**src/common/video_pkg.sv**
```systemverilog
// video side definitions for the colour mixer
// layer pixel formats, palette geometry, output colour and blank delay

package video_pkg;

    localparam int gfx_layers = 4;      // char, scr1, scr2, obj

    // layer pixel widths, priority bits on top
    localparam int char_w = 7;          // 6 colour bits + tile priority
    localparam int scr_w  = 11;         // 10 colour bits + tile priority
    localparam int obj_w  = 12;         // 10 colour bits + 2 priority bits

    // palette
    localparam int pal_aw   = 11;       // msb selects object half
    localparam int char_pad = pal_aw - char_w;  // zero bits above char colour
    localparam int rgb_w    = 15;       // packed colour in palette word
    localparam int col_w    = 5;        // per channel out

    // pxl_cen stages between palette and pins
    localparam int blank_dly = 2;

    // slot that won the opaque search
    typedef enum logic [1:0] {
        LYR_CHAR = 2'd0,
        LYR_SCR1 = 2'd1,
        LYR_SCR2 = 2'd2
    } lyr_src_e;

endpackage

```
**src/common/pix_if.sv**
```systemverilog
// pixel path bundle inside the colour mixer
// palette address from the resolver plus the pixel strobe and
// blanking levels shared by palette and blank stage

`timescale 1ns/100ps

interface pix_if import video_pkg::*; ();

    logic [pal_aw-1:0] pal_addr;    // resolved palette index
    logic              pxl_cen;     // pixel clock enable
    logic              lhbl;        // low during hblank
    logic              lvbl;        // low during vblank

    // resolver side
    modport src (
        output pal_addr,
        input  pxl_cen
    );

    // palette ram and blank stage
    modport snk (
        input pal_addr,
        input pxl_cen,
        input lhbl,
        input lvbl
    );

endinterface

```
**src/colmix/colmix_blank.sv**
```systemverilog
// blanking and rgb output stage
// video_en gating, blank_dly pxl_cen delay line for colour and the
// blanking levels, colour forced to zero while blanked, then the
// palette bits are spread over three 5-bit channels

`timescale 1ns/100ps

module colmix_blank import video_pkg::*; (
    input  logic             clk,
    input  logic             rst_n,
    input  logic             video_en,
    input  logic [rgb_w:0]   pal,          // top bit carries no colour
    pix_if.snk               pix,
    output logic [col_w-1:0] red,
    output logic [col_w-1:0] green,
    output logic [col_w-1:0] blue,
    output logic             lhbl_dly,
    output logic             lvbl_dly
);

    logic [rgb_w-1:0]                 col_gated;
    logic [blank_dly-1:0][rgb_w-1:0]  col_sr;   // [0] newest
    logic [blank_dly-1:0]             hbl_sr, vbl_sr;
    logic [rgb_w-1:0]                 col;

    assign col_gated = video_en ? pal[rgb_w-1:0] : '0;   // debug video off

    always_ff @(posedge clk or negedge rst_n) begin
        if (!rst_n) begin
            col_sr <= '0;
            hbl_sr <= '0;
            vbl_sr <= '0;
        end else if (pix.pxl_cen) begin
            // blank at the input so colour and strobes stay in step
            col_sr <= {col_sr[blank_dly-2:0], (pix.lhbl && pix.lvbl) ? col_gated : '0};
            hbl_sr <= {hbl_sr[blank_dly-2:0], pix.lhbl};
            vbl_sr <= {vbl_sr[blank_dly-2:0], pix.lvbl};
        end
    end

    assign col      = col_sr[blank_dly-1];
    assign lhbl_dly = hbl_sr[blank_dly-1];
    assign lvbl_dly = vbl_sr[blank_dly-1];

    // 4 msbs per channel plus one shared low bit each
    assign red   = {col[3:0],  col[12]};
    assign green = {col[7:4],  col[13]};
    assign blue  = {col[11:8], col[14]};

    // black on the pins for the whole delayed hblank
    a_black_in_hblank: assert property (@(posedge clk) disable iff (!rst_n)
        !lhbl_dly |-> (red == '0 && green == '0 && blue == '0));

endmodule

```
**src/flat_wrapper.sv**
```systemverilog
// flat-port wrapper written by rule: the top's interface ports become plain ports
module colmix_blank_flat import video_pkg::*;
  (clk, rst_n, video_en, pal, red, green, blue, lhbl_dly, lvbl_dly, pix_pal_addr, pix_pxl_cen, pix_lhbl, pix_lvbl);
  pix_if pix_i ();
  input  logic clk;
  input  logic rst_n;
  input  logic video_en;
  input  logic [rgb_w:0] pal;
  output logic [col_w-1:0] red;
  output logic [col_w-1:0] green;
  output logic [col_w-1:0] blue;
  output logic lhbl_dly;
  output logic lvbl_dly;
  input wire logic [$bits(pix_i.pal_addr)-1:0] pix_pal_addr;
  input wire logic [$bits(pix_i.pxl_cen)-1:0] pix_pxl_cen;
  input wire logic [$bits(pix_i.lhbl)-1:0] pix_lhbl;
  input wire logic [$bits(pix_i.lvbl)-1:0] pix_lvbl;
  assign pix_i.pal_addr = pix_pal_addr;
  assign pix_i.pxl_cen = pix_pxl_cen;
  assign pix_i.lhbl = pix_lhbl;
  assign pix_i.lvbl = pix_lvbl;
  colmix_blank u_core (.clk(clk), .rst_n(rst_n), .video_en(video_en), .pal(pal), .pix(pix_i), .red(red), .green(green), .blue(blue), .lhbl_dly(lhbl_dly), .lvbl_dly(lvbl_dly));
endmodule
```
**config.mk**
```make
export PLATFORM = sky130hd
export DESIGN_NAME = colmix_blank_flat
export DESIGN_NICKNAME = d
export VERILOG_FILES = /design/src/common/video_pkg.sv /design/src/common/pix_if.sv /design/src/colmix/colmix_blank.sv /design/src/flat_wrapper.sv
export SDC_FILE = /design/constraint.sdc
export NUM_CORES = 1
export LEC_CHECK = 0
export ABC_AREA = 1
export BUFFER_PORTS_ARGS = -buffer_cell sky130_fd_sc_hd__buf_2
export CAP_MARGIN = 10
export CORE_ASPECT_RATIO = 1.2
export CORE_MARGIN = 3
export CORE_UTILIZATION = 30
export DETAILED_ROUTE_END_ITERATION = 6
export HOLD_SLACK_MARGIN = 0.15
export PLACE_DENSITY = 0.52
export SYNTH_ARGS = -nofsm -noshare
export SYNTH_HDL_FRONTEND = slang
export SYNTH_SLANG_ARGS = --single-unit
```
**constraint.sdc**
```tcl
create_clock -name clk -period 0.8 [get_ports clk]
set_input_delay 0.16 -clock clk [delete_from_list [all_inputs] [get_ports clk]]
set_output_delay 0.16 -clock clk [all_outputs]
set_load 0.03 [all_outputs]
```
==> flow_summary_export.csv <==
group,metric,value,unit
run_status,outcome,"complete, but fails checks",
run_status,violations,"setup timing",
setup_path,end_kind,"primary output",
finish,syn2layout_area_growth,45.2,%
cts,cts.clk_slew.worst_paths,0.07,ns
finish,seq_area,851,um^2
yosys,ys_ff_latch,34,
floorplan,die_h,81.4,um
yosys,yosys_warnings,0,
cts,htreeDepth,2,
setup_path,slowest_delay,0.40,ns
drt,wl_per_cell,10.6,um
cts,cts_tree,"yes",
setup_path,cp_data_arrival_time,0.83,ns
place,place_congestion,0.693,
power_and_ir_drop,intPower,2.77,mW
drt,via_count,1135,
setup_path,start_kind,"flop",
sta,finClkSkew,0.00611,ns
yosys,synth-xor-area-share,0,%
power_and_ir_drop,p_total,3.70,mW
flow_run,cap_violations,0,
yosys,synth_edf_count,0,
power_and_ir_drop,power.density,1790,nW/um^2
drt,drc,0,
global_route,grt_pass1_vias,1160,
yosys,avgSynthCellArea,8.99,um^2
place,preCtsSetupSlack,-0.0805,ns
yosys,yosysMostFrequentCell,"nand2_1",
sta,tightest_slew,0.183,ns
finish,drive_gt1_share,32.1,%
yosys,synth_cell_types,9,
global_route,overflow,0,
setup_path,crit_slowest_cell,"dfrtp_1",
yosys,synthMuxAreaShare,0,%
sta,min_period,0.990,ns
floorplan,die-area,5600,um^2
drt,vias_per_cell,4.14,
yosys,synth.yosys.seq_area_share,59.9,%
floorplan,start_util,32.1,%
yosys,synth_ff_type,"dfrtp_1",
yosys,post-synth-top-area-fraction,59.9,%
cts,numCtsBuffers,5,
yosys,netlist_top_cells_area,"dfrtp_1 60%, nand2_1 25%, buf_4 8.5%",
power_and_ir_drop,clkPwrFrac,35.3,%
global_route,grtUsageTotal,11.9,%
drt,wirelength,2.89,mm
setup_path,worstSetupPathType,"reg2out",
setup_path,crit_fanout,2,
sta,hold_viol_final,0,
finish,fin_nets,250,
finish,diodes,0,
yosys,synth_fa_ha_area_share,0,%
sta,slew_violations,0,
sta,timing.fmax,1010,MHz
setup_path,crit_buf_inv,1,
yosys,synth-simple-area-share,25.9,%
cts,clkSinkCount,34,
setup_path,path_cells,"buf_6",
floorplan,fp.coreArea,4420,um^2
sta,finalSetupViolations,19,
setup_path,crit_required,0.64,ns
sta,setup_slack,-0.190,ns
power_and_ir_drop,combinationalPowerShare,14.8,%
power_and_ir_drop,switchingPower,0.933,mW
global_route,antenna_found_initial,0,
yosys,syn_inst,158,
place,io_buffers,37,
sta,rsz0062_at_grt,"yes",
cts,postCtsHoldBufs,17,
floorplan,io_pins,50,
place,place_hpwl,1.85,mm
global_route,grt_max_degree,35,
setup_path,cp_top_family,"flip-flops",
sta,slew-limit-headroom,87.8,%
finish,design_area,2060,um^2
floorplan,die_w,68.8,um
global_route,grt_pass1_wl,4.97,mm
cts,clk_path_buf_depth,2,
drt,drtIter0Drc,64,
yosys,yosys.area.top_type,"dfrtp_1",
finish,fill_cells,450,
finish,final_core_util,46.6,%
yosys,synth_nets,191,
yosys,async_reset_ff_share,100,%
yosys,syn_area,1420,um^2
power_and_ir_drop,seqPwrFrac,49.9,%
cts,root_buffer,"clkbuf_8",
place,dpl_cell_area,1590,um^2
cts,clk_latency,0.28,ns
power_and_ir_drop,swShare,25.2,%
power_and_ir_drop,ir_drop,665,uV
finish,final_cells,274,
power_and_ir_drop,p_leak,1.15,nW
drt,ant_nets,0,
finish,multiInputGateArea,395,um^2
yosys,synth_top_family_by_area,"simple AND/OR/NAND/NOR gates",
sta,min_period_over_period,124,%
yosys,synth_compound_area_share,1.41,%
drt,drtPass1Iterations,4,
yosys,synth_commonest_cells,"95 x nand2_1, 34 x dfrtp_1, 16 x buf_4",
floorplan,rows,26,
min_path,min_path_type,"in2reg",
place,dp_cells,236,
[per-stage QoR]
| step | hold slack [ns] | TNS [ns] |
|---|---|---|
| floorplan | -0.136 | 0 |
| global placement | 0.136 | -0.964 |
| detailed placement | 0.135 | -1.04 |
| CTS | 0.142 | -3.25 |
| global route | 0.135 | -3.66 |
| finish | 0.106 | -3.07 |
[cell type report]
class	instances	area share [%]
clock buffer	6	4.00
clock inverter	2	0.607
inverter	3	0.546
multi-input combinational	100	19.2
sequential	34	41.3
tap	56	3.40
timing repair buffer	73	31.0
[worst paths after layout]
check / start / end / slack, ns / cells past startpoint
min: pix_lhbl / u_core.hbl_sr[0]$_DFFE_PN0P_ / 0.11 / 3
max reg2reg: u_core.col[3]$_DFFE_PN0P_ / u_core.col[3]$_DFFE_PN0P_ / -0.03 / 4
min reg2reg: u_core.col_sr[1]$_DFFE_PN0P_ / u_core.col[1]$_DFFE_PN0P_ / 0.47 / 2
max in group asynchronous: rst_n / u_core.col_sr[4]$_DFFE_PN0P_ / 0.27 / 3
max: u_core.col[1]$_DFFE_PN0P_ / red[2] / -0.19 / 1
min in group asynchronous: rst_n / u_core.col_sr[13]$_DFFE_PN0P_ / 0.36 / 3
[placed cells by master, fill, tap and decap left out]
cell	synthesis	final
clkinvlp_4	0	1
o21ai_0	4	4
clkbuf_8	0	6
buf_2	1	20
nand2_1	95	92
nor2_4	1	1
dlygate4sd3_1	0	16
dfrtp_1	34	34
inv_1	2	2
buf_12	0	3
nand2_2	0	3
buf_6	4	17
buf_4	16	17
inv_2	1	1
clkinv_2	0	1
[routing by layer]
metal	track usage, %	routed length (um)	vias up
met5	0	0	-
met4	5.46	44	0
met3	4.01	119	5
met2	21.0	1530	28
met1	12.5	1200	528
li1	-	-	574
[cells by family (layout without fill, tap and decap cells)]
group / Yosys count / count (layout)
compound gates: 4 / 4
buf+inv: 24 / 84
flops: 34 / 34
simple gates: 96 / 96
[power by group through the flow]
stage / clock (mW) / combinational [mW] / sequential, mW
after floorplan: 0 / 0.244 / 1.89
after global placement: 0 / 0.391 / 1.87
after detailed placement: 0 / 0.393 / 1.87
after CTS: 1.35 / 0.538 / 1.85
after global routing: 1.40 / 0.605 / 1.86
final: 1.31 / 0.546 / 1.85
[sequential cells by signal (all words and copies together), names as in the netlist]
| signal | flops |
|---|---|
| u_core.hbl_sr | 2 |
| u_core.col_sr | 15 |
| u_core.vbl_sr | 2 |
| u_core.col | 15 |
[what timing repair did]
action | CTS | global route
buffers inserted | 9 | 5
pin swaps | 0 | 1
resized for setup | 34 | 3
endpoints found under the hold margin | 51 | 1
endpoints found under the setup margin | 17 | 19
(Power assumes the default switching activity.)
