===== config.mk =====
export PLATFORM = sky130hd
export DESIGN_NAME = colmix_prio_flat
export DESIGN_NICKNAME = d
export VERILOG_FILES = /design/src/common/video_pkg.sv /design/src/common/pix_if.sv /design/src/colmix/colmix_prio.sv /design/src/flat_wrapper.sv
export SDC_FILE = /design/constraint.sdc
export NUM_CORES = 1
export LEC_CHECK = 0
export BUFFER_PORTS_ARGS = -buffer_cell sky130_fd_sc_hd__buf_2
export CELL_PAD_IN_SITES_DETAIL_PLACEMENT = 1
export CELL_PAD_IN_SITES_GLOBAL_PLACEMENT = 2
export CORE_MARGIN = 4
export CORE_UTILIZATION = 27
export DETAILED_ROUTE_END_ITERATION = 10
export GPL_ROUTABILITY_DRIVEN = 0
export MAX_ROUTING_LAYER = met4
export PLACE_DENSITY = 0.74
export SLEW_MARGIN = 20
export SYNTH_ARGS = -nofsm -noshare
export SYNTH_HDL_FRONTEND = slang
export SYNTH_SLANG_ARGS = --single-unit

===== constraint.sdc =====
create_clock -name clk -period 1.9 [get_ports clk]
set_clock_uncertainty 0.05 [all_clocks]
set_input_delay 0.38 -clock clk [delete_from_list [all_inputs] [get_ports clk]]
set_output_delay 0.38 -clock clk [all_outputs]
set_load 0.02 [all_outputs]

===== src/common/video_pkg.sv =====
// video side definitions for the colour mixer
// layer pixel formats, palette geometry, output colour and blank delay

package video_pkg;

    localparam int gfx_layers = 4;      // char, scr1, scr2, obj

    // layer pixel widths, priority bits on top
    localparam int char_w = 7;          // 6 colour bits + tile priority
    localparam int scr_w  = 11;         // 10 colour bits + tile priority
    localparam int obj_w  = 12;         // 10 colour bits + 2 priority bits

    // palette
    localparam int pal_aw   = 11;       // msb selects object half
    localparam int char_pad = pal_aw - char_w;  // zero bits above char colour
    localparam int rgb_w    = 15;       // packed colour in palette word
    localparam int col_w    = 5;        // per channel out

    // pxl_cen stages between palette and pins
    localparam int blank_dly = 2;

    // slot that won the opaque search
    typedef enum logic [1:0] {
        LYR_CHAR = 2'd0,
        LYR_SCR1 = 2'd1,
        LYR_SCR2 = 2'd2
    } lyr_src_e;

endpackage


===== src/common/pix_if.sv =====
// pixel path bundle inside the colour mixer
// palette address from the resolver plus the pixel strobe and
// blanking levels shared by palette and blank stage

`timescale 1ns/100ps

interface pix_if import video_pkg::*; ();

    logic [pal_aw-1:0] pal_addr;    // resolved palette index
    logic              pxl_cen;     // pixel clock enable
    logic              lhbl;        // low during hblank
    logic              lvbl;        // low during vblank

    // resolver side
    modport src (
        output pal_addr,
        input  pxl_cen
    );

    // palette ram and blank stage
    modport snk (
        input pal_addr,
        input pxl_cen,
        input lhbl,
        input lvbl
    );

endinterface


===== src/colmix/colmix_prio.sv =====
// layer priority resolver
// gates debug-disabled layers, settles tile against object in each of
// the three slots on pxl_cen, then takes the first opaque slot
// (char, scr1, scr2) as the palette address

`timescale 1ns/100ps

module colmix_prio import video_pkg::*; (
    input  logic                  clk,
    input  logic                  rst_n,
    input  logic [gfx_layers-1:0] gfx_en,
    input  logic [char_w-1:0]     char_pxl,
    input  logic [scr_w-1:0]      scr1_pxl,
    input  logic [scr_w-1:0]      scr2_pxl,
    input  logic [obj_w-1:0]      obj_pxl,
    pix_if.src                    pix
);

    logic [char_w-1:0] char_g;
    logic [scr_w-1:0]  scr1_g, scr2_g;
    logic [obj_w-1:0]  obj_g;
    logic [1:0]        obj_prio;
    logic [pal_aw-1:0] lyr0, lyr1, lyr2;    // char, scr1, scr2 slots
    lyr_src_e          win;

    // object takes the slot only if visible, allowed and tile not on top
    function automatic logic [pal_aw-1:0] tile_or_obj(
        input logic [pal_aw-2:0] obj,
        input logic [pal_aw-2:0] tile,
        input logic              tile_prio,
        input logic              obj_ok
    );
        if (obj[3:0] != 4'd0 && obj_ok && !tile_prio)
            tile_or_obj = {1'b1, obj};
        else
            tile_or_obj = {1'b0, tile};
    endfunction

    // objects count 4 colour bits, tiles only 3
    function automatic logic opaque(input logic [pal_aw-1:0] v);
        opaque = v[pal_aw-1] ? (v[3:0] != 4'd0) : (v[2:0] != 3'd0);
    endfunction

    // debug gating, colour index only, priority bits survive
    always_comb begin
        char_g = char_pxl;
        scr1_g = scr1_pxl;
        scr2_g = scr2_pxl;
        obj_g  = obj_pxl;
        if (!gfx_en[0]) char_g[3:0] = 4'd0;
        if (!gfx_en[1]) scr1_g[3:0] = 4'd0;
        if (!gfx_en[2]) scr2_g[3:0] = 4'd0;
        if (!gfx_en[3]) obj_g[3:0]  = 4'd0;
    end

    assign obj_prio = obj_g[obj_w-1 -: 2];

    always_ff @(posedge clk or negedge rst_n) begin
        if (!rst_n) begin
            lyr0 <= '0;
            lyr1 <= '0;
            lyr2 <= '0;
        end else if (pix.pxl_cen) begin
            // char tile colour zero-extended to the slot width
            lyr0 <= tile_or_obj(obj_g[pal_aw-2:0], {{char_pad{1'b0}}, char_g[char_w-2:0]},
                                char_g[char_w-1], obj_prio == 2'd3);
            lyr1 <= tile_or_obj(obj_g[pal_aw-2:0], scr1_g[scr_w-2:0],
                                scr1_g[scr_w-1], obj_prio >= 2'd2);
            lyr2 <= tile_or_obj(obj_g[pal_aw-2:0], scr2_g[scr_w-2:0],
                                scr2_g[scr_w-1], obj_prio >= 2'd1);
        end
    end

    always_comb begin
        if (opaque(lyr0))      win = LYR_CHAR;
        else if (opaque(lyr1)) win = LYR_SCR1;
        else                   win = LYR_SCR2;    // backdrop, even if clear
    end

    always_comb begin
        case (win)
            LYR_CHAR: pix.pal_addr = lyr0;
            LYR_SCR1: pix.pal_addr = lyr1;
            default:  pix.pal_addr = lyr2;
        endcase
    end

    // object half of the palette only after a visible object was sampled
    a_obj_visible: assert property (@(posedge clk) disable iff (!rst_n)
        (pix.pxl_cen ##1 pix.pal_addr[pal_aw-1]) |-> ($past(obj_g[3:0]) != 4'd0));

endmodule


===== src/flat_wrapper.sv =====
// flat-port wrapper written by rule: the top's interface ports become plain ports
module colmix_prio_flat import video_pkg::*;
  (clk, rst_n, gfx_en, char_pxl, scr1_pxl, scr2_pxl, obj_pxl, pix_pal_addr, pix_pxl_cen);
  pix_if pix_i ();
  input  logic clk;
  input  logic rst_n;
  input  logic [gfx_layers-1:0] gfx_en;
  input  logic [char_w-1:0] char_pxl;
  input  logic [scr_w-1:0] scr1_pxl;
  input  logic [scr_w-1:0] scr2_pxl;
  input  logic [obj_w-1:0] obj_pxl;
  output wire logic [$bits(pix_i.pal_addr)-1:0] pix_pal_addr;
  input wire logic [$bits(pix_i.pxl_cen)-1:0] pix_pxl_cen;
  assign pix_pal_addr = pix_i.pal_addr;
  assign pix_i.pxl_cen = pix_pxl_cen;
  colmix_prio u_core (.clk(clk), .rst_n(rst_n), .gfx_en(gfx_en), .char_pxl(char_pxl), .scr1_pxl(scr1_pxl), .scr2_pxl(scr2_pxl), .obj_pxl(obj_pxl), .pix(pix_i));
endmodule

==> impl_metrics.tcl <==
set metrics [dict create \
    outcome "finished, violations left" \
    violations "hold timing, setup timing" \
    grt_pass1_vias 1979 \
    p_sw_uw 629.9 \
    yosysTopAreaCellShare 0.4319 \
    finish.utilization 0.3896 \
    p_int_uw 1365 \
    drive_gt1_frac 0.3723 \
    cts_sinks 33 \
    cts_made_buffers 5 \
    fin_nets 330 \
    synth_top_family_by_area "compound AO/OA/AOI/OAI gates" \
    globalRoute.totalOverflow 0 \
    synth_edf_count 0 \
    drcViolationCount 0 \
    routedWlPerCell_um 17.26 \
    routed_via_density 5.079 \
    antenna-diode-count 0 \
    dp.final_hpwl_mm 4.983 \
    num-fill-cells 842 \
    ios 59 \
    p_seq_frac 0.411 \
    synth_fa_ha_area_frac 0 \
    timing.final.crit_period_ns 2.244 \
    r2r_setup_slack_ns 0.91 \
    power_uw 1995 \
    synth_nets 259 \
    swShare 0.3157 \
    cts_htree_levels 2 \
    ys_top_cells_by_area "dfrtp_1 43%, nand3_1 6.8%, a221o_1 5.2%" \
    core_area_um2 6832 \
    netlist_instances 211 \
    rsz0062_at_grt "true" \
    synthToLayoutAreaGrowth_pct 39.20 \
    worst_slew_pin_slew_ns 0.4860 \
    end_kind "output port" \
    cts_tree "built" \
    drt_wl_total_mm 6.525 \
    power_frac_comb 0.322 \
    irDropWorstVdd_mv 0.2663 \
    critPathMaxFanout 4 \
    relSlewSlack 0.6760 \
    layout_common_cells "49 x buf_2, 33 x dfrtp_1, 26 x nand3_1, 22 x buf_4, 15 x nor2_1" \
    critPathLaunchType "flip-flop" \
    clock.fmax_ghz 0.4456 \
    die_y_um 92.15 \
    yosysSeqAreaShare 0.4319 \
    synth_top_cell_by_area "dfrtp_1" \
    crit_type "flip-flop to output port" \
    grt_max_degree 29 \
    period_share 1.181 \
    grt_pass1_wl_mm 10.48 \
    port_buffers 58 \
    register_area_um2 825.8 \
    synth-compound-area-share 0.2356 \
    yosysWarnings 0 \
    antenna_found_initial 0 \
    maxCapViolCount 0 \
    multi_input_area_um2 1035 \
    ys_types 33 \
    p_leak_uw 0.001192 \
    synth_ff_type "dfrtp_1" \
    clock-root-buffer "clkbuf_8" \
    layout_commonest_cell "buf_2" \
    synth_xor_area_frac 0 \
    insertion_delay_ns 0.28 \
    vias 1920 \
    drv_slew 0 \
    finalSetupViolCount 11 \
    grt_use_total 0.1602 \
    min_path_type "input port to async pin" \
    synthSimpleGateAreaFrac 0.2107 \
    ys_ff_latch 33 \
    initial_core_util 0.2799 \
    clock_power_share 0.268 \
    arrival_ns 1.81 \
    finalHoldViolCount 17 \
    synth-async-reset-ratio 1.000 \
    cts.clk_slew.worst_paths_ns 0.06 \
    p_per_area_nw_per_um2 749.7 \
    rows 30 \
    r2r_cells 2 \
    clock_path_buffers 2 \
    hold-worst-slack_ns -0.008301 \
    avgSynthCellArea_um2 9.061 \
    drt-pass1-iter-count 4 \
    ant_nets 0 \
    fp.dieW_um 92.15 \
    drt_iter0_drc 52 \
    dieArea_um2 8491 \
    cp.required_ns 1.47 \
    synthMuxAreaShare 0.05955 \
    syn_area_um2 1912 \
    final.setup.worst_slack_ns -0.3443 \
]
==> cells by family after synthesis <==
family,Yosys count
muxes,11
AOI/OAI and AO/OA,62
buffers and inverters,29
DFF,33
and+or+nand+nor,76
==> path summary, 6_finish.rpt <==
path                            startpoint              end
min                                  rst_n   u_core.lyr1[7]
max reg2reg                u_core.lyr0[10]  u_core.lyr0[10]
min reg2reg                u_core.lyr2[10]  u_core.lyr2[10]
min in group clk               scr1_pxl[6]   u_core.lyr1[6]
max in group asynchronous            rst_n  u_core.lyr0[10]
max                         u_core.lyr1[3]  pix_pal_addr[3]
==> stage by stage <==
stage               hold WS, ns  TNS [ns]  cells  instance area [µm²]  setup WS, ns
global placement         0.3047   -0.1353    368                 2477      -0.02724
CTS                    0.003701    -3.332    377                 2623       -0.3329
detailed placement       0.3107   -0.5561    368                 2477      -0.08335
floorplan               0.03441         0    211                 1948       0.02240
global route            0.01699    -4.318    378                 2661       -0.4426
finish                -0.008301    -3.458    378                 2661       -0.3443
==> cell type report <==
class	count	share of cell area
sequential	33	0.3103
inverter	12	0.01693
timing repair buffer	81	0.2064
clock buffer	7	0.03244
tap	96	0.04513
multi-input combinational	149	0.3888
==> synth_stat cells (all sizes together) (2+ instances only) <==
| cell type | instances |
|---|---|
| dfrtp | 33 |
| nand3 | 26 |
| nor2 | 15 |
| a31oi | 13 |
| inv | 12 |
| o21ai | 11 |
| o221ai | 11 |
| a21oi | 10 |
| a221o | 10 |
| and2 | 9 |
| buf | 9 |
| nand2 | 9 |
| clkbuf | 8 |
| mux2i | 8 |
| nor3 | 5 |
| a22o | 4 |
| mux2 | 3 |
| nand4 | 3 |
| a2111oi | 2 |
==> per-layer routing <==
metal	track usage	up-vias	part of all wire
met4	0.04084	0	0.012
met2	0.2549	36	0.49
met5	-	-	0
met1	0.2125	941	0.47
met3	0.02707	5	0.030
li1	-	938	-
==> power by group through the flow <==
stage	sequential, µW	clock [µW]	combinational (µW)
floorplan	810	0	323
global placement	825	0	558
detailed placement	827	0	568
CTS	819	545	613
global route	826	583	696
finish	819	534	642
==> state kept, by name (all words and copies together), names as in the netlist <==
register	cells
u_core.lyr0	11
u_core.lyr1	11
u_core.lyr2	11
==> critical path: stages (launching register included) <==
cell and delay, ns:
dfrtp_1 0.41, a2111oi_4 0.45, buf_4 0.23, mux2i_1 0.22
o21ai_1 0.07, buf_2 0.16
==> repair_timing <==
| item | CTS | global route |
|---|---|---|
| setup endpoints to repair | 11 | 11 |
| cloned | 1 | 0 |
| gates resized for setup | 14 | 9 |
| hold buffers | 0 | 0 |
| setup buffers | 1 | 1 |
| pin swaps | 7 | 3 |
Power figures use the tool's default switching activity.
